### src/hw/graphics_macros.svh
`ifndef GRAPHICS_MACROS_SVH
`define GRAPHICS_MACROS_SVH

// xvga 1024x768 frame, counted in pixel clocks and lines
`define FRAME_H_TOTAL 1344
`define FRAME_V_TOTAL 806
`define ACTIVE_W      1024
`define ACTIVE_H      768

// sync windows, end is exclusive
`define H_SYNC_START  1048
`define H_SYNC_END    1184
`define V_SYNC_START  771
`define V_SYNC_END    777

// kitchen grid placement on screen
`define GRID_X0       112
`define GRID_Y0       112
`define TILE_SIZE     32
`define GRID_COLS     8
`define GRID_ROWS     13

// player box and facing marker
`define BLOB_SIZE     32
`define MARKER_SIZE   4

`endif

### src/hw/game_pkg.sv
`include "graphics_macros.svh"

package game_pkg;

   // what a player holds or does, picks the sprite colour
   typedef enum logic [3:0] {
      ST_NOTHING       = 4'd0,
      ST_CHOPPING      = 4'd1,
      ST_ONION_WHOLE   = 4'd2,
      ST_ONION_CHOPPED = 4'd3,
      ST_POT_EMPTY     = 4'd4,
      ST_POT_SOUP      = 4'd5,
      ST_BOWL_EMPTY    = 4'd6,
      ST_BOWL_FULL     = 4'd7,
      ST_EXT_OFF       = 4'd8,
      ST_EXT_ON        = 4'd9
   } player_state_t;

   typedef enum logic [1:0] {
      DIR_LEFT  = 2'd0,
      DIR_RIGHT = 2'd1,
      DIR_UP    = 2'd2,
      DIR_DOWN  = 2'd3
   } direction_t;

   // contents of one kitchen cell
   typedef enum logic [3:0] {
      OBJ_EMPTY         = 4'd0,
      OBJ_ONION_WHOLE   = 4'd1,
      OBJ_ONION_CHOPPED = 4'd2,
      OBJ_BOWL_EMPTY    = 4'd3,
      OBJ_BOWL_FULL     = 4'd4,
      OBJ_POT_EMPTY     = 4'd5,
      OBJ_POT_RAW       = 4'd6,
      OBJ_POT_COOKED    = 4'd7,
      OBJ_POT_FIRE      = 4'd8,
      OBJ_FIRE          = 4'd9,
      OBJ_EXTINGUISHER  = 4'd10
   } grid_obj_t;

   // x and y are the screen position of the box's top-left corner
   typedef struct packed {
      logic [8:0]    x;
      logic [8:0]    y;
      direction_t    direction;
      player_state_t state;
   } player_t;

   typedef enum logic [2:0] {
      MODE_WELCOME = 3'd0,
      MODE_PLAY    = 3'd1,
      MODE_OVER    = 3'd2
   } game_mode_t;

   // indexed [column][row]
   typedef grid_obj_t [`GRID_COLS-1:0][`GRID_ROWS-1:0] object_grid_t;

endpackage

### src/hw/video_pkg.sv
package video_pkg;

   // one raster position plus its sync and blank levels
   typedef struct packed {
      logic [10:0] hcount;
      logic [9:0]  vcount;
      logic        hsync;
      logic        vsync;
      logic        blank;
   } raster_t;

   typedef struct packed {
      logic [3:0] r;
      logic [3:0] g;
      logic [3:0] b;
   } rgb_t;

   // same 12 bits, either whole word or per channel
   typedef union packed {
      logic [11:0] raw;
      rgb_t        rgb;
   } pixel_u;

   // sprite body colours, one per player state
   localparam pixel_u STATE_COLOR_NOTHING       = 12'h888;
   localparam pixel_u STATE_COLOR_CHOPPING      = 12'h8C8;
   localparam pixel_u STATE_COLOR_ONION_WHOLE   = 12'hC6C;
   localparam pixel_u STATE_COLOR_ONION_CHOPPED = 12'hE9E;
   localparam pixel_u STATE_COLOR_POT_EMPTY     = 12'h666;
   localparam pixel_u STATE_COLOR_POT_SOUP      = 12'h964;
   localparam pixel_u STATE_COLOR_BOWL_EMPTY    = 12'hDDD;
   localparam pixel_u STATE_COLOR_BOWL_FULL     = 12'hDA6;
   localparam pixel_u STATE_COLOR_EXT_OFF       = 12'hA22;
   localparam pixel_u STATE_COLOR_EXT_ON        = 12'hF44;

   // tile colours, one per grid object; empty floor is dim, not black
   localparam pixel_u OBJ_COLOR_EMPTY           = 12'h222;
   localparam pixel_u OBJ_COLOR_ONION_WHOLE     = 12'h838;
   localparam pixel_u OBJ_COLOR_ONION_CHOPPED   = 12'hA6A;
   localparam pixel_u OBJ_COLOR_BOWL_EMPTY      = 12'hBBB;
   localparam pixel_u OBJ_COLOR_BOWL_FULL       = 12'hB84;
   localparam pixel_u OBJ_COLOR_POT_EMPTY       = 12'h444;
   localparam pixel_u OBJ_COLOR_POT_RAW         = 12'h553;
   localparam pixel_u OBJ_COLOR_POT_COOKED      = 12'h752;
   localparam pixel_u OBJ_COLOR_POT_FIRE        = 12'hD40;
   localparam pixel_u OBJ_COLOR_FIRE            = 12'hF80;
   localparam pixel_u OBJ_COLOR_EXTINGUISHER    = 12'hC00;

   localparam pixel_u MARKER_COLOR              = 12'h111;
   localparam pixel_u WELCOME_COLOR             = 12'h137;

endpackage

### src/hw/graphics.sv
module graphics (
   input  logic                    clock,
   input  logic                    rst_n,
   input  video_pkg::raster_t      raster,
   input  game_pkg::player_t [3:0] players,
   input  logic [1:0]              num_players,
   input  game_pkg::game_mode_t    mode,
   input  game_pkg::object_grid_t  object_grid,
   output video_pkg::pixel_u       pixel,
   output logic                    hsync,
   output logic                    vsync,
   output logic                    blank
);
   import game_pkg::*;
   import video_pkg::*;

   localparam int NUM_BLOBS = 4;

   pixel_u [NUM_BLOBS-1:0] blob_pixel;
   pixel_u                 tile_pixel;
   logic                   hsync_d;
   logic                   vsync_d;
   logic                   blank_d;
   logic [6:0]             sum_r;
   logic [6:0]             sum_g;
   logic [6:0]             sum_b;
   pixel_u                 mixed;
   pixel_u                 pixel_next;

   // clamp a five-way channel sum to 4 bits
   function automatic logic [3:0] sat4(input logic [6:0] sum);
      return (sum > 7'd15) ? 4'hF : sum[3:0];
   endfunction

   // stage 1, sprite layers; num_players n enables players 0..n
   for (genvar i = 0; i < NUM_BLOBS; i++) begin : g_blob
      player_blob blob (
         .clock  (clock),
         .rst_n  (rst_n),
         .raster (raster),
         .player (players[i]),
         .enable (2'(i) <= num_players),
         .pixel  (blob_pixel[i])
      );
   end

   // stage 1, tile layer
   grid_renderer grid (
      .clock       (clock),
      .rst_n       (rst_n),
      .raster      (raster),
      .object_grid (object_grid),
      .pixel       (tile_pixel)
   );

   // syncs and blank follow the layers by one register
   always_ff @(posedge clock or negedge rst_n) begin
      if (!rst_n) begin
         hsync_d <= 1'b1;
         vsync_d <= 1'b1;
         blank_d <= 1'b1;
      end else begin
         hsync_d <= raster.hsync;
         vsync_d <= raster.vsync;
         blank_d <= raster.blank;
      end
   end

   // stage 2 mix, per channel with saturation
   always_comb begin
      sum_r = 7'(tile_pixel.rgb.r);
      sum_g = 7'(tile_pixel.rgb.g);
      sum_b = 7'(tile_pixel.rgb.b);
      for (int k = 0; k < NUM_BLOBS; k++) begin
         sum_r = sum_r + 7'(blob_pixel[k].rgb.r);
         sum_g = sum_g + 7'(blob_pixel[k].rgb.g);
         sum_b = sum_b + 7'(blob_pixel[k].rgb.b);
      end
      mixed.rgb.r = sat4(sum_r);
      mixed.rgb.g = sat4(sum_g);
      mixed.rgb.b = sat4(sum_b);

      // blank wins, then the welcome/over screen, then the game
      if (blank_d) begin
         pixel_next = '0;
      end else if (mode != MODE_PLAY) begin
         pixel_next = WELCOME_COLOR;
      end else begin
         pixel_next = mixed;
      end
   end

   always_ff @(posedge clock or negedge rst_n) begin
      if (!rst_n) begin
         pixel <= '0;
         hsync <= 1'b1;
         vsync <= 1'b1;
         blank <= 1'b1;
      end else begin
         pixel <= pixel_next;
         hsync <= hsync_d;
         vsync <= vsync_d;
         blank <= blank_d;
      end
   end

   // nothing may reach the display during blanking
   a_blank_black: assert property (@(posedge clock) disable iff (!rst_n)
      blank |-> (pixel.raw == 12'h000));

endmodule

### src/hw/graphics_top.sv
module graphics_top (
   input  logic                    clock,
   input  logic                    rst_n,
   input  game_pkg::player_t [3:0] players,
   input  logic [1:0]              num_players,
   input  game_pkg::game_mode_t    mode,
   input  game_pkg::object_grid_t  object_grid,
   output logic [11:0]             pixel,
   output logic                    hsync,
   output logic                    vsync,
   output logic                    blank
);
   import video_pkg::*;

   // counters and syncs, undelayed
   raster_t raster;
   pixel_u  pixel_word;

   xvga_timing timing_gen (
      .clock  (clock),
      .rst_n  (rst_n),
      .raster (raster)
   );

   // two-cycle pipe from counter to display
   graphics gfx (
      .clock       (clock),
      .rst_n       (rst_n),
      .raster      (raster),
      .players     (players),
      .num_players (num_players),
      .mode        (mode),
      .object_grid (object_grid),
      .pixel       (pixel_word),
      .hsync       (hsync),
      .vsync       (vsync),
      .blank       (blank)
   );

   // display takes the flat 12-bit word
   assign pixel = pixel_word.raw;

endmodule

### src/hw/grid_renderer.sv
`include "graphics_macros.svh"

module grid_renderer (
   input  logic                   clock,
   input  logic                   rst_n,
   input  video_pkg::raster_t     raster,
   input  game_pkg::object_grid_t object_grid,
   output video_pkg::pixel_u      pixel
);
   import game_pkg::*;
   import video_pkg::*;

   localparam int TILE_SHIFT = $clog2(`TILE_SIZE);
   localparam int COL_W      = $clog2(`GRID_COLS);
   localparam int ROW_W      = $clog2(`GRID_ROWS);

   // grid rectangle, right and bottom edges exclusive
   localparam logic [10:0] X0 = 11'(`GRID_X0);
   localparam logic [9:0]  Y0 = 10'(`GRID_Y0);
   localparam logic [10:0] X1 = 11'(`GRID_X0 + `GRID_COLS * `TILE_SIZE);
   localparam logic [9:0]  Y1 = 10'(`GRID_Y0 + `GRID_ROWS * `TILE_SIZE);
   localparam logic [ROW_W-1:0] ROWS = ROW_W'(`GRID_ROWS);

   logic [10:0]      x_off;
   logic [9:0]       y_off;
   logic             in_grid;
   logic [COL_W-1:0] col;
   logic [ROW_W-1:0] row;
   grid_obj_t        obj;
   pixel_u           tile_color;
   pixel_u           pixel_next;

   always_comb begin
      x_off = raster.hcount - X0;
      y_off = raster.vcount - Y0;
      in_grid = (raster.hcount >= X0) && (raster.hcount < X1) &&
                (raster.vcount >= Y0) && (raster.vcount < Y1);
      // tile index is the offset divided by the tile size
      col = x_off[TILE_SHIFT +: COL_W];
      row = y_off[TILE_SHIFT +: ROW_W];
      obj = in_grid ? object_grid[col][row] : OBJ_EMPTY;

      case (obj)
         OBJ_EMPTY:         tile_color = OBJ_COLOR_EMPTY;
         OBJ_ONION_WHOLE:   tile_color = OBJ_COLOR_ONION_WHOLE;
         OBJ_ONION_CHOPPED: tile_color = OBJ_COLOR_ONION_CHOPPED;
         OBJ_BOWL_EMPTY:    tile_color = OBJ_COLOR_BOWL_EMPTY;
         OBJ_BOWL_FULL:     tile_color = OBJ_COLOR_BOWL_FULL;
         OBJ_POT_EMPTY:     tile_color = OBJ_COLOR_POT_EMPTY;
         OBJ_POT_RAW:       tile_color = OBJ_COLOR_POT_RAW;
         OBJ_POT_COOKED:    tile_color = OBJ_COLOR_POT_COOKED;
         OBJ_POT_FIRE:      tile_color = OBJ_COLOR_POT_FIRE;
         OBJ_FIRE:          tile_color = OBJ_COLOR_FIRE;
         OBJ_EXTINGUISHER:  tile_color = OBJ_COLOR_EXTINGUISHER;
         // codes 11..15 draw nothing
         default:           tile_color = '0;
      endcase

      // floor colour only inside the grid, black around it
      pixel_next = in_grid ? tile_color : '0;
   end

   always_ff @(posedge clock or negedge rst_n) begin
      if (!rst_n) begin
         pixel <= '0;
      end else begin
         pixel <= pixel_next;
      end
   end

   // grid height must map onto rows 0..12 only
   a_row_range: assert property (@(posedge clock) disable iff (!rst_n)
      in_grid |-> (row < ROWS));

endmodule

### src/hw/player_blob.sv
`include "graphics_macros.svh"

module player_blob (
   input  logic               clock,
   input  logic               rst_n,
   input  video_pkg::raster_t raster,
   input  game_pkg::player_t  player,
   input  logic               enable,
   output video_pkg::pixel_u  pixel
);
   import game_pkg::*;
   import video_pkg::*;

   // box and marker bounds as offsets from the top-left corner
   localparam logic [10:0] BOX     = 11'(`BLOB_SIZE);
   localparam logic [10:0] MARK    = 11'(`MARKER_SIZE);
   localparam logic [10:0] MID_LO  = 11'((`BLOB_SIZE - `MARKER_SIZE) / 2);
   localparam logic [10:0] MID_HI  = 11'((`BLOB_SIZE + `MARKER_SIZE) / 2);
   localparam logic [10:0] FAR_LO  = 11'(`BLOB_SIZE - `MARKER_SIZE);

   logic [10:0] px;
   logic [10:0] py;
   logic [10:0] dx;
   logic [10:0] dy;
   logic        in_box;
   logic        mid_x;
   logic        mid_y;
   logic        in_marker;
   pixel_u      body_color;
   pixel_u      pixel_next;

   always_comb begin
      px = {2'b00, player.x};
      py = {2'b00, player.y};
      // offsets wrap when left of / above the box, caught by the >= checks
      dx = raster.hcount - px;
      dy = {1'b0, raster.vcount} - py;
      in_box = (raster.hcount >= px) && (dx < BOX) &&
               ({1'b0, raster.vcount} >= py) && (dy < BOX);
      mid_x = (dx >= MID_LO) && (dx < MID_HI);
      mid_y = (dy >= MID_LO) && (dy < MID_HI);

      // marker hugs the facing edge, centred along it
      case (player.direction)
         DIR_LEFT:  in_marker = (dx < MARK) && mid_y;
         DIR_RIGHT: in_marker = (dx >= FAR_LO) && mid_y;
         DIR_UP:    in_marker = (dy < MARK) && mid_x;
         DIR_DOWN:  in_marker = (dy >= FAR_LO) && mid_x;
         default:   in_marker = 1'b0;
      endcase

      case (player.state)
         ST_NOTHING:       body_color = STATE_COLOR_NOTHING;
         ST_CHOPPING:      body_color = STATE_COLOR_CHOPPING;
         ST_ONION_WHOLE:   body_color = STATE_COLOR_ONION_WHOLE;
         ST_ONION_CHOPPED: body_color = STATE_COLOR_ONION_CHOPPED;
         ST_POT_EMPTY:     body_color = STATE_COLOR_POT_EMPTY;
         ST_POT_SOUP:      body_color = STATE_COLOR_POT_SOUP;
         ST_BOWL_EMPTY:    body_color = STATE_COLOR_BOWL_EMPTY;
         ST_BOWL_FULL:     body_color = STATE_COLOR_BOWL_FULL;
         ST_EXT_OFF:       body_color = STATE_COLOR_EXT_OFF;
         ST_EXT_ON:        body_color = STATE_COLOR_EXT_ON;
         // unused codes fall back to the idle colour
         default:          body_color = STATE_COLOR_NOTHING;
      endcase

      if (!enable || !in_box) begin
         pixel_next = '0;
      end else if (in_marker) begin
         pixel_next = MARKER_COLOR;
      end else begin
         pixel_next = body_color;
      end
   end

   // one cycle from raster to sprite pixel
   always_ff @(posedge clock or negedge rst_n) begin
      if (!rst_n) begin
         pixel <= '0;
      end else begin
         pixel <= pixel_next;
      end
   end

endmodule

### src/hw/xvga_timing.sv
`include "graphics_macros.svh"

module xvga_timing (
   input  logic               clock,
   input  logic               rst_n,
   output video_pkg::raster_t raster
);

   localparam logic [10:0] H_LAST  = 11'(`FRAME_H_TOTAL - 1);
   localparam logic [9:0]  V_LAST  = 10'(`FRAME_V_TOTAL - 1);
   localparam logic [10:0] H_TOTAL = 11'(`FRAME_H_TOTAL);

   logic [10:0] hcount;
   logic [9:0]  vcount;
   logic [10:0] hcount_next;
   logic [9:0]  vcount_next;
   logic        hsync;
   logic        vsync;
   logic        blank;
   logic        h_end;
   logic        v_end;

   // next position, so sync and blank can be registered alongside it
   always_comb begin
      h_end = (hcount == H_LAST);
      v_end = (vcount == V_LAST);
      hcount_next = h_end ? 11'd0 : hcount + 11'd1;
      if (h_end) begin
         vcount_next = v_end ? 10'd0 : vcount + 10'd1;
      end else begin
         vcount_next = vcount;
      end
   end

   always_ff @(posedge clock or negedge rst_n) begin
      if (!rst_n) begin
         hcount <= '0;
         vcount <= '0;
         // position (0,0) is active and outside both sync windows
         hsync  <= 1'b1;
         vsync  <= 1'b1;
         blank  <= 1'b0;
      end else begin
         hcount <= hcount_next;
         vcount <= vcount_next;
         // syncs active low inside their windows
         hsync  <= !((hcount_next >= 11'(`H_SYNC_START)) &&
                     (hcount_next < 11'(`H_SYNC_END)));
         vsync  <= !((vcount_next >= 10'(`V_SYNC_START)) &&
                     (vcount_next < 10'(`V_SYNC_END)));
         blank  <= (hcount_next >= 11'(`ACTIVE_W)) ||
                   (vcount_next >= 10'(`ACTIVE_H));
      end
   end

   always_comb begin
      raster.hcount = hcount;
      raster.vcount = vcount;
      raster.hsync  = hsync;
      raster.vsync  = vsync;
      raster.blank  = blank;
   end

   // wrap must happen at the frame total, never past it
   a_hcount_range: assert property (@(posedge clock) disable iff (!rst_n)
      hcount < H_TOTAL);

endmodule

### config.mk
export PLATFORM = sky130hd
export DESIGN_NAME = graphics_top
export DESIGN_NICKNAME = d
export VERILOG_FILES = /design/src/hw/game_pkg.sv /design/src/hw/video_pkg.sv /design/src/hw/graphics.sv /design/src/hw/graphics_top.sv /design/src/hw/grid_renderer.sv /design/src/hw/player_blob.sv /design/src/hw/xvga_timing.sv
export VERILOG_INCLUDE_DIRS = /design/src /design/src/hw
export SDC_FILE = /design/constraint.sdc
export NUM_CORES = 1
export LEC_CHECK = 0
export ABC_AREA = 1
export BUFFER_PORTS_ARGS = -buffer_cell sky130_fd_sc_hd__buf_4
export CAP_MARGIN = 20
export CELL_PAD_IN_SITES_DETAIL_PLACEMENT = 1
export CELL_PAD_IN_SITES_GLOBAL_PLACEMENT = 2
export CORE_MARGIN = 1.5
export CORE_UTILIZATION = 26
export DETAILED_ROUTE_END_ITERATION = 8
export PLACE_DENSITY_LB_ADDON = 0.1
export SLEW_MARGIN = 20
export SYNTH_ARGS = -nofsm -noshare
export SYNTH_HDL_FRONTEND = slang
export SYNTH_SLANG_ARGS = --single-unit
export TNS_END_PERCENT = 10
### constraint.sdc
create_clock -name clock -period 4.14 [get_ports clock]
set_input_delay 1.242 -clock clock [delete_from_list [all_inputs] [get_ports clock]]
set_output_delay 1.242 -clock clock [all_outputs]
set_load 0.02 [all_outputs]
======== After elaboration in Yosys (flattened, before gate mapping) ========
Memory sizes are Yosys's and may differ from the RTL's.
Index checks and enable logic that the tools add are counted.
W data, S select, Z words.
cells by class
  reduce and logical (&&, ||, !) cells .... 60
  mux-type cells .......................... 26
  add/subtract/negate cells ............... 24
  $lt $le $gt $ge ......................... 67
  equality and inequality tests ........... 15
operator list
  cell                    number
  $bmux W52 S3            1
  $mux W12                11
  $ge A11 B4 Y1 const B   8
  $ge A11 B5 Y1 const B   8
  $lt A11 B3 Y1 const B   8
  $lt A11 B5 Y1 const B   8
  $lt A11 B6 Y1 const B   8
  $add A7 B4 Y7           9
  $mux W52                1
  $ge A11 B9 Y1           4
  $sub A10 B9 Y11         4
  $sub A11 B9 Y11         4
  $logic_and A1 B1 Y1     41
  $ge A10 B9 Y1           4
  $ge A11 B11 Y1 const B  2
  $gt A7 B4 Y1 const B    3
  $ge A10 B10 Y1 const B  2
  $lt A10 B10 Y1 const B  2
  $mux W10                2
  $mux W4                 5
  $bmux W4 S4             1
  $eq A2 B2 Y1 const B    8
  $pmux W1 S4             4
  $add A4 B4 Y5           3
  other kinds (20)        41
word-level totals
  memories ................................ 5
  input port bits ......................... 519
  word-level logic and storage cells ...... 214
  bits in registers ....................... 102
  ROM bits ................................ 960
  output and inout port bits .............. 15
memories
  memory           words  width  read ports  clocked after memory_dff  write ports  line                 source
  (no name shown)  16     12     1           0                         0            player_blob.sv:52    case (player.state)
  (no name shown)  16     12     1           0                         0            player_blob.sv:52
  (no name shown)  16     12     1           0                         0            player_blob.sv:52
  (no name shown)  16     12     1           0                         0            player_blob.sv:52
  (no name shown)  16     12     1           0                         0            grid_renderer.sv:43  case (obj)

======== Depth between registers and ports, before layout ========
Gate-level depths: netlist of run 1.
  depth in word-level cells ............... 8
  depth in mapped cells ................... 23
  mapped depth without buffers ............ 20

======== Cells and area by module ========
Synthesis of run 1 repeated with hierarchy kept, for this count alone.
unflattened totals
  cells, all modules ...................... 3112
  area, all modules ....................... 17722.0 µm²
by module, submodules not included
  module         area each (µm²)  sequential area each (µm²)  times used  cells each
  player_blob    2195.9           300.3                       4           395
  grid_renderer  5282.6           300.3                       1           1068
  graphics       2122.0           457.9                       1           245
  xvga_timing    1534.0           603.1                       1           219

======== Least setup slack after synthesis of run 1 ========
OpenSTA, ideal clock, no wires.
  path type ............................... register to register
  start point ............................. reg gfx.grid.pixel[0] (netlist name)
  end point ............................... reg gfx.pixel[3] (netlist name)
  path slack .............................. 0.653 ns
  required time ........................... 4.027 ns
  stages on the path, launching flop included .. 16
  path buffers ............................ 0
  data arrival time ....................... 3.374 ns
  library setup time ...................... 0.113 ns
  period minus slack after synthesis ...... 3.487 ns
  cell sequence ........................... dfrtp_1 ha_1 inv_1 fa_1 xnor2_1 fa_1 fa_1 ha_1 nand2_1 inv_1 o21ai_0 a21oi_1 a2111oi_0 nand2_1 nand2_1 inv_1
RTL lines
  what                    line                 source
  start, declared         grid_renderer.sv:8   output video_pkg::pixel_u pixel
  start signal, assigned  grid_renderer.sv:67  pixel <= pixel_next;
  end signal, assigned    graphics.sv:100      pixel <= pixel_next;
  end, declared           graphics.sv:9        output video_pkg::pixel_u pixel,

==> impl_results.md, run 1 <==
* Yosys cell types at 58
* Worst Path Required at 4390 ps
* H-tree Lvls at 3
* Starting DRT DRC Count at 768
* Syn Std Cell Area at between 0.015 and 0.02 sq mm
* Period utilization at 91.8%
* Synth async-reset ratio at 100%
* # setup viols final at 0
* Sequential fraction of the synthesis area at 16.3%
* Layout cell share with drive strength beyond 1 at 21.2%
* Mapped Avg Cell Area at 5.99 sq um
* Ports at approximately 530
* Worst Max-Slew Pin Slew at 991 ps
* Post-DP HPWL at around 65000 um
* Area of the core at 0.0594 sq mm
* Pin count of the biggest net entering global routing at 118
* Slack of the worst reg-to-reg path at ~340 ps
* Dpl ws at 190 ps
* Sum Neg Setup Slack at 0 ps
* LEAKAGE at 11.6 nW
* Fin crit period at 3800 ps
* Ranking of synthesized cells by area: dfrtp_1, nand2_1, ha_1, nor2_1, nand3_1
* Crit. Startpoint: gfx.grid.pixel[0]$_DFF_PN0_
* Status: finished clean
* Top cell family by delay on the critical path: adder cells
* P per Cell Area at 134 mW/mm^2
* Worst-skew pair later-pin latency at 360 ps
* Ys flop type: dfrtp_1
* Syn_nets at 3317
* Clock buffer depth at 2
* CP Max Fanout at 4
* Routed len/inst at roughly 20 um
* Skew final at 11.3 ps
* GPL Wtd Cong at around 0.89
* Yosys top cell area share at approximately 15%
* Slowest cell on crit path: fa_1
* Post-CTS Setup Inserts at 0
* Vias per std cell at a little under 5
* Synth Warn # at 0
* Worst-path clk slew at 70 ps
* Layout area overhead at 32.5%
* Peak VDD IR at 0.196 mV
* Vias in the first global route at approximately 20000
* CTS tree: built
* Worst reg2reg startpoint: gfx.grid.pixel[0]$_DFF_PN0_
* Fin util at between 30% and 40%
* CP max stage delay at 500 ps
* Hold Buf Count CTS at 0
* Drc violations at 0
* Post-synthesis cell count at 2621
* WL final at roughly 77000 um
* Resized Gates After CTS at 0
* CP Cell Sequence: ha_1 -> inv_1 -> fa_1 -> xnor2_1 -> fa_1 -> fa_1 -> ha_1 -> nand2_1 -> inv_1 -> o21ai_0 -> a21oi_1 -> a2111oi_0 -> buf_4 -> nand2_1 -> nand2_1 -> inv_1
* Fmax at 263 MHz
* Num Clock Sinks at 102
* Leading area contributor after synthesis: dfrtp_1
* Worst r2r dst: gfx.pixel[3]$_DFF_PN0_
* CP endpoint kind: register
* DR pass1 iterations at 4
* Critical path arrival at a little over 4000 ps
* Max-slew violation count at 0
* Antenna-violating nets left at 0
* Worst hold path class: register to register
* Vias at 18800
* Post-synth EDFFs at 0
* Dpl cell area at 0.0205 sq mm
* Critical Setup Path Class: register to register
* Final hold vios at 0
* PortBufs at 533
* Relative slew margins at about a third
* #FFs+latches synth at 102
* Initial antenna violation count at 11
* Startpoint types: register
* PnR worst setup slack at roughly 340 ps
* CTS Buf Count at 9
* Crit path capture: gfx.pixel[3]$_DFF_PN0_
* Total track usage at 24.5%
* Total grt overflow at 0
* Bufs and invs on worst path at 4
* Max-cap violations at 0
* Die Area at 0.0619 sq mm
* Unrepaired setup endpoints after global routing: false
* Final net count at 3798
* Global-route wire length before repair at 118000 um
* Height of the die at 249 um
* DIE WIDTH at 249 um
* CP Depth at 16
* Row count at just under 90
* Initial core utilization at 26.4%
* Final Cell Area at ~0.021 sq mm
* Worst R2R Path Depth at 16
* Clk root buf: clkbuf_16
## per-stage QoR
| stage | instances | power [W] | hold slack (ps) |
|---|---|---|---|
| after floorplan | 2621 | 0.00143 | 333 |
| after global placement | 3864 | 0.00198 | 343 |
| after detailed placement | 3864 | 0.00199 | 345 |
| after CTS | 3880 | 0.00283 | 360 |
| after global routing | 3888 | 0.00295 | 363 |
| final | 3889 | 0.00279 | 358 |
## registers in the layout (all words and copies together) (netlist names)
name,count
timing_gen.vsync,1
gfx.blank,1
gfx.vsync,1
gfx.hsync,1
timing_gen.vcount,10
gfx.hsync_d,1
gfx.grid.pixel,12
timing_gen.hcount,11
gfx.g_blob.blob.pixel,48
gfx.blank_d,1
timing_gen.blank,1
timing_gen.hsync,1
gfx.vsync_d,1
gfx.pixel,12
## worst min path at each step
| stage | startpoint | end | slack (ps) | cells past startpoint |
|---|---|---|---|---|
| 2_1_floorplan | timing_gen.blank$_DFF_PN0_ | gfx.blank_d$_DFF_PN1_ | 330 | 0 |
| 3_3_place_gp | timing_gen.blank$_DFF_PN0_ | gfx.blank_d$_DFF_PN1_ | 340 | 0 |
| 3_5_place_dp | timing_gen.blank$_DFF_PN0_ | gfx.blank_d$_DFF_PN1_ | 340 | 0 |
| 4_1_cts | timing_gen.vsync$_DFF_PN1_ | gfx.vsync_d$_DFF_PN1_ | 360 | 0 |
| 5_1_grt | timing_gen.vsync$_DFF_PN1_ | gfx.vsync_d$_DFF_PN1_ | 360 | 0 |
| 6_report | timing_gen.vsync$_DFF_PN1_ | gfx.vsync_d$_DFF_PN1_ | 360 | 0 |
## where the power goes
part	total, W	internal [W]	switching, W
clock network	0.000821	0.000414	0.000407
logic	0.000965	0.000501	0.000464
registers	0.000999	0.000998	0.000000964
## area by class of cell
cell class	instances	area, sq um
sequential	102	2560
tap	773	967
clock buffer	9	225
fill	7761	38600
multi-input combinational	2042	11200
clock inverter	7	57.6
timing repair buffer	570	4340
antenna	9	22.5
inverter	377	1420
## cell families (layout without fill, tap and decap cells)
family / count (synthesis) / count (layout) / share of synthesized area (%)
other: 0 / 9 / 0
multiplexers: 3 / 3 / 0.191
adder cells (fa/ha/maj): 177 / 177 / 15.8
buffers and inverters: 477 / 963 / 12.5
AO/OA/AOI/OAI: 385 / 385 / 13.5
AND/OR/NAND/NOR: 1430 / 1430 / 39.1
flip-flops: 102 / 102 / 16.3
XOR/XNOR: 47 / 47 / 2.62
## cell usage after synthesis (all sizes together) (2+ instances only)
master and number:
fa 35, buf 77, a31oi 16, and3 2, dfstp 8, o21ai 235, o31ai 4, nor4 3
nand4 31, ha 142, dfrtp 94, nand3 305, o211ai 39, nand2 537, xnor2 16, clkbuf 23
or2 30, o21bai 5, clkinv 3, nand3b 11, nor3 30, inv 374, mux2i 3, o311ai 4
nor2 474, xor2 31, nor3b 4, a21oi 75
## cell usage in the layout, fill, tap and decap left out, types with 3 or more instances in the layout
| cell | Yosys | routed |
|---|---|---|
| o21ai_0 | 206 | 206 |
| xnor2_1 | 16 | 16 |
| nand3_1 | 297 | 297 |
| fa_1 | 35 | 35 |
| nand2_1 | 531 | 529 |
| nand3b_1 | 11 | 11 |
| nor2_1 | 473 | 472 |
| a31oi_1 | 16 | 16 |
| nand4_1 | 30 | 30 |
| clkbuf_16 | 0 | 9 |
| a21oi_1 | 74 | 74 |
| buf_12 | 0 | 5 |
| xor2_1 | 31 | 31 |
| o21ai_1 | 27 | 27 |
| mux2i_1 | 3 | 3 |
| o211ai_1 | 39 | 39 |
| buf_4 | 23 | 565 |
| dfrtp_1 | 94 | 94 |
| or2_2 | 29 | 29 |
| nand3_2 | 7 | 7 |
| diode_2 | 0 | 9 |
| clkinvlp_4 | 0 | 5 |
| dfstp_2 | 8 | 8 |
| o21bai_1 | 5 | 5 |
| nor3_1 | 27 | 27 |
| inv_1 | 369 | 369 |
| nand2_2 | 5 | 6 |
| inv_2 | 5 | 4 |
| o31ai_1 | 4 | 4 |
| clkinv_1 | 3 | 3 |
| ha_1 | 142 | 141 |
## metal layers
metal | part of all wire, % | track usage, %
met1 | 42 | 28.6
met2 | 53 | 46.6
met3 | 4.0 | 3.48
met4 | 1.4 | 5.47
met5 | 0.034 | 0
No activity file was read; power rests on OpenSTA's default activity.
==> inputs of run 2 (changes only) <==
--- a/config.mk
+++ b/config.mk
@@ -17,2 +17,3 @@
 export PLACE_DENSITY_LB_ADDON = 0.1
+export RECOVER_POWER = 50
 export SLEW_MARGIN = 20
--- a/constraint.sdc
+++ b/constraint.sdc
@@ -3,2 +3,2 @@
 set_output_delay 1.242 -clock clock [all_outputs]
-set_load 0.02 [all_outputs]
+set_load 0.1 [all_outputs]
==> impl_results.md, run 2 (synthesis gave the netlist of run 1 again) <==
* DR pass1 iterations at 4 (unchanged)
* Worst Max-Slew Pin Slew at 1750 ps (+755 ps)
* Total track usage at 24.5% (unchanged)
* Hold Buf Count CTS at 0 (unchanged)
* Layout area overhead at 32.4% (about the same)
* CP Max Fanout at 4 (unchanged)
* CP Cell Sequence: ha_1 -> inv_1 -> fa_1 -> xnor2_1 -> fa_1 -> fa_1 -> ha_1 -> nand2_1 -> inv_1 -> o21ai_0 -> a21oi_1 -> a2111oi_0 -> buf_4 -> nand2_1 -> nand2_1 -> inv_1
* P per Cell Area at 135 mW/mm^2 (+0.50%)
* Failing checks: max-capacitance violations, max-slew violations
* Worst Hold Path EP: gfx.vsync_d$_DFF_PN1_
* Total grt overflow at 0 (unchanged)
* Top cell family by delay on the critical path: adder cells
* Initial antenna violation count at 11 (unchanged)
* H-tree Lvls at 3 (unchanged)
* Fin crit period at 3800 ps (+2.04 ps)
* Sum Neg Setup Slack at 0 ps (unchanged)
* # setup viols final at 0 (unchanged)
* Bufs and invs on worst path at 4 (unchanged)
* Unrepaired setup endpoints after global routing: false
* Worst reg2reg startpoint: gfx.grid.pixel[0]$_DFF_PN0_
* Critical Setup Path Class: register to register
* Vias at 18900 (+0.26%)
* Peak VDD IR at 0.196 mV (unchanged)
* WL final at 77400 um (about the same)
* Number of flip-flops in the largest register at 48 (unchanged)
* Biggest regs: gfx.g_blob.blob.pixel x48, gfx.grid.pixel x12, gfx.pixel x12
* Worst Path Required at 4390 ps (about the same)
* Height of the die at 249 um (unchanged)
* Antenna-violating nets left at 0 (unchanged)
* Critical path arrival at 4050 ps (about the same)
* CTS tree: built
* Startpoint types: register
* PnR worst setup slack at 338 ps (-2.04 ps)
* Vias in the first global route at 20300 (unchanged)
* Vias per std cell at 4.85 (+0.26%)
* Initial core utilization at 26.4% (unchanged)
* Global-route wire length before repair at 118000 um (unchanged)
* Commonest non-fill, non-tap cell in the layout: buf_4
* Routed len/inst at 19.9 um (about the same)
* Starting DRT DRC Count at 791 (+3.0%)
* Max-cap violations at 1 (+1)
* GPL Wtd Cong at 0.888 (unchanged)
* Worst R2R Path Depth at 16 (unchanged)
* Period utilization at 91.8% (about the same)
* Final Cell Area at 0.0208 sq mm (about the same)
* Final hold vios at 0 (unchanged)
* Pin count of the biggest net entering global routing at 118 (unchanged)
* CP endpoint kind: register
* Row count at 89 (unchanged)
* Dpl cells at 3864 (unchanged)
* Hold Startpoint: timing_gen.vsync$_DFF_PN1_
* LEAKAGE at 11.6 nW (about the same)
* Fin util at 35.0% (about the same)
* Max-slew violation count at 68 (+68)
* Dpl cell area at 0.0205 sq mm (unchanged)
* Clk root buf: clkbuf_16
* Slowest cell on crit path: fa_1
* Num Clock Sinks at 102 (unchanged)
* Slack of the worst reg-to-reg path at 340 ps (about the same)
* CTS Buf Count at 9 (unchanged)
* Hold Path Depth at 0 (unchanged)
* Worst hold path class: register to register
* Final net count at 3798 (unchanged)
* Skew final at 12.8 ps (+1.48 ps)
* Resized Gates After CTS at 0 (unchanged)
* Layout cell share with drive strength beyond 1 at 21.1% (-0.097 points)
* Relative slew margins at -16.4% (-50 points)
* Status: complete, but fails checks
* Area of the core at 0.0594 sq mm (unchanged)
* PortBufs at 533 (unchanged)
* Worst-skew pair later-pin latency at 360 ps (about the same)
* Top reg by flops: gfx.g_blob.blob.pixel
* DIE WIDTH at 249 um (unchanged)
* Fmax at 263 MHz (about the same)
* CP max stage delay at 500 ps (about the same)
* Post-Layout Cell Count at 3889 (unchanged)
* Dpl ws at 190 ps (unchanged)
* Die Area at 0.0619 sq mm (unchanged)
* Worst r2r dst: gfx.pixel[3]$_DFF_PN0_
* Most frequent cells in the layout: buf_4, nand2_1, nor2_1
* Drc violations at 0 (unchanged)
* Worst-path clk slew at 70 ps (about the same)
* Ports at 534 (unchanged)
* Post-DP HPWL at 65400 um (unchanged)
* Clock buffer depth at 2 (unchanged)
* Post-CTS Setup Inserts at 0 (unchanged)
## run 2: worst max path at each step
stage	startpoint	end	slack, ps	cells past startpoint
global route	gfx.grid.pixel[0]$_DFF_PN0_	gfx.pixel[3]$_DFF_PN0_	40	16
floorplan	gfx.grid.pixel[0]$_DFF_PN0_	gfx.pixel[3]$_DFF_PN0_	650	15
finish	gfx.grid.pixel[0]$_DFF_PN0_	gfx.pixel[3]$_DFF_PN0_	340	16
CTS	gfx.grid.pixel[0]$_DFF_PN0_	gfx.pixel[3]$_DFF_PN0_	310	16
detailed placement	players[39]	gfx.g_blob[1].blob.pixel[5]$_DFF_PN0_	190	14
global placement	players[39]	gfx.g_blob[1].blob.pixel[11]$_DFF_PN0_	350	14
## run 2: cell type report
cell class / instances / area, sq um
clock buffers: 9 / 225
flip-flops and latches: 102 / 2560
repair buffers: 570 / 4330
clock inverters: 7 / 57.6
diodes: 9 / 22.5
multi-input cells: 2042 / 11200
inverters: 377 / 1420
fillers: 7764 / 38600
well taps: 773 / 967
## run 2: routing by layer
| metal | GRT usage [%] | vias up | wire length [um] |
|---|---|---|---|
| met2 | 46.6 | 378 | 40800 |
| met5 | 0 | - | 26 |
| met1 | 28.6 | 9027 | 32300 |
| met4 | 5.47 | 4 | 1080 |
| li1 | - | 9398 | - |
| met3 | 3.48 | 54 | 3150 |
## run 2: power by group
| part | internal, W | switching, W |
|---|---|---|
| Sequential | 0.000998 | 0.000000967 |
| Combinational | 0.000500 | 0.000478 |
| Clock | 0.000414 | 0.000407 |
| Total | 0.00191 | 0.000886 |
## run 2: worst register-to-register path, stage by stage (launching register included)
cell	delay, ps
dfrtp_1	350
ha_1	170
inv_1	60
fa_1	390
xnor2_1	260
fa_1	480
fa_1	500
ha_1	300
nand2_1	70
inv_1	40
o21ai_0	180
a21oi_1	60
a2111oi_0	430
buf_4	220
nand2_1	70
nand2_1	70
inv_1	50
## run 2: through the flow
step | total power, W | hold WS, ps
after detailed placement | 0.00200 | 345
after global routing | 0.00296 | 363
after CTS | 0.00284 | 360
after floorplan | 0.00144 | 333
final | 0.00280 | 358
after global placement | 0.00199 | 343
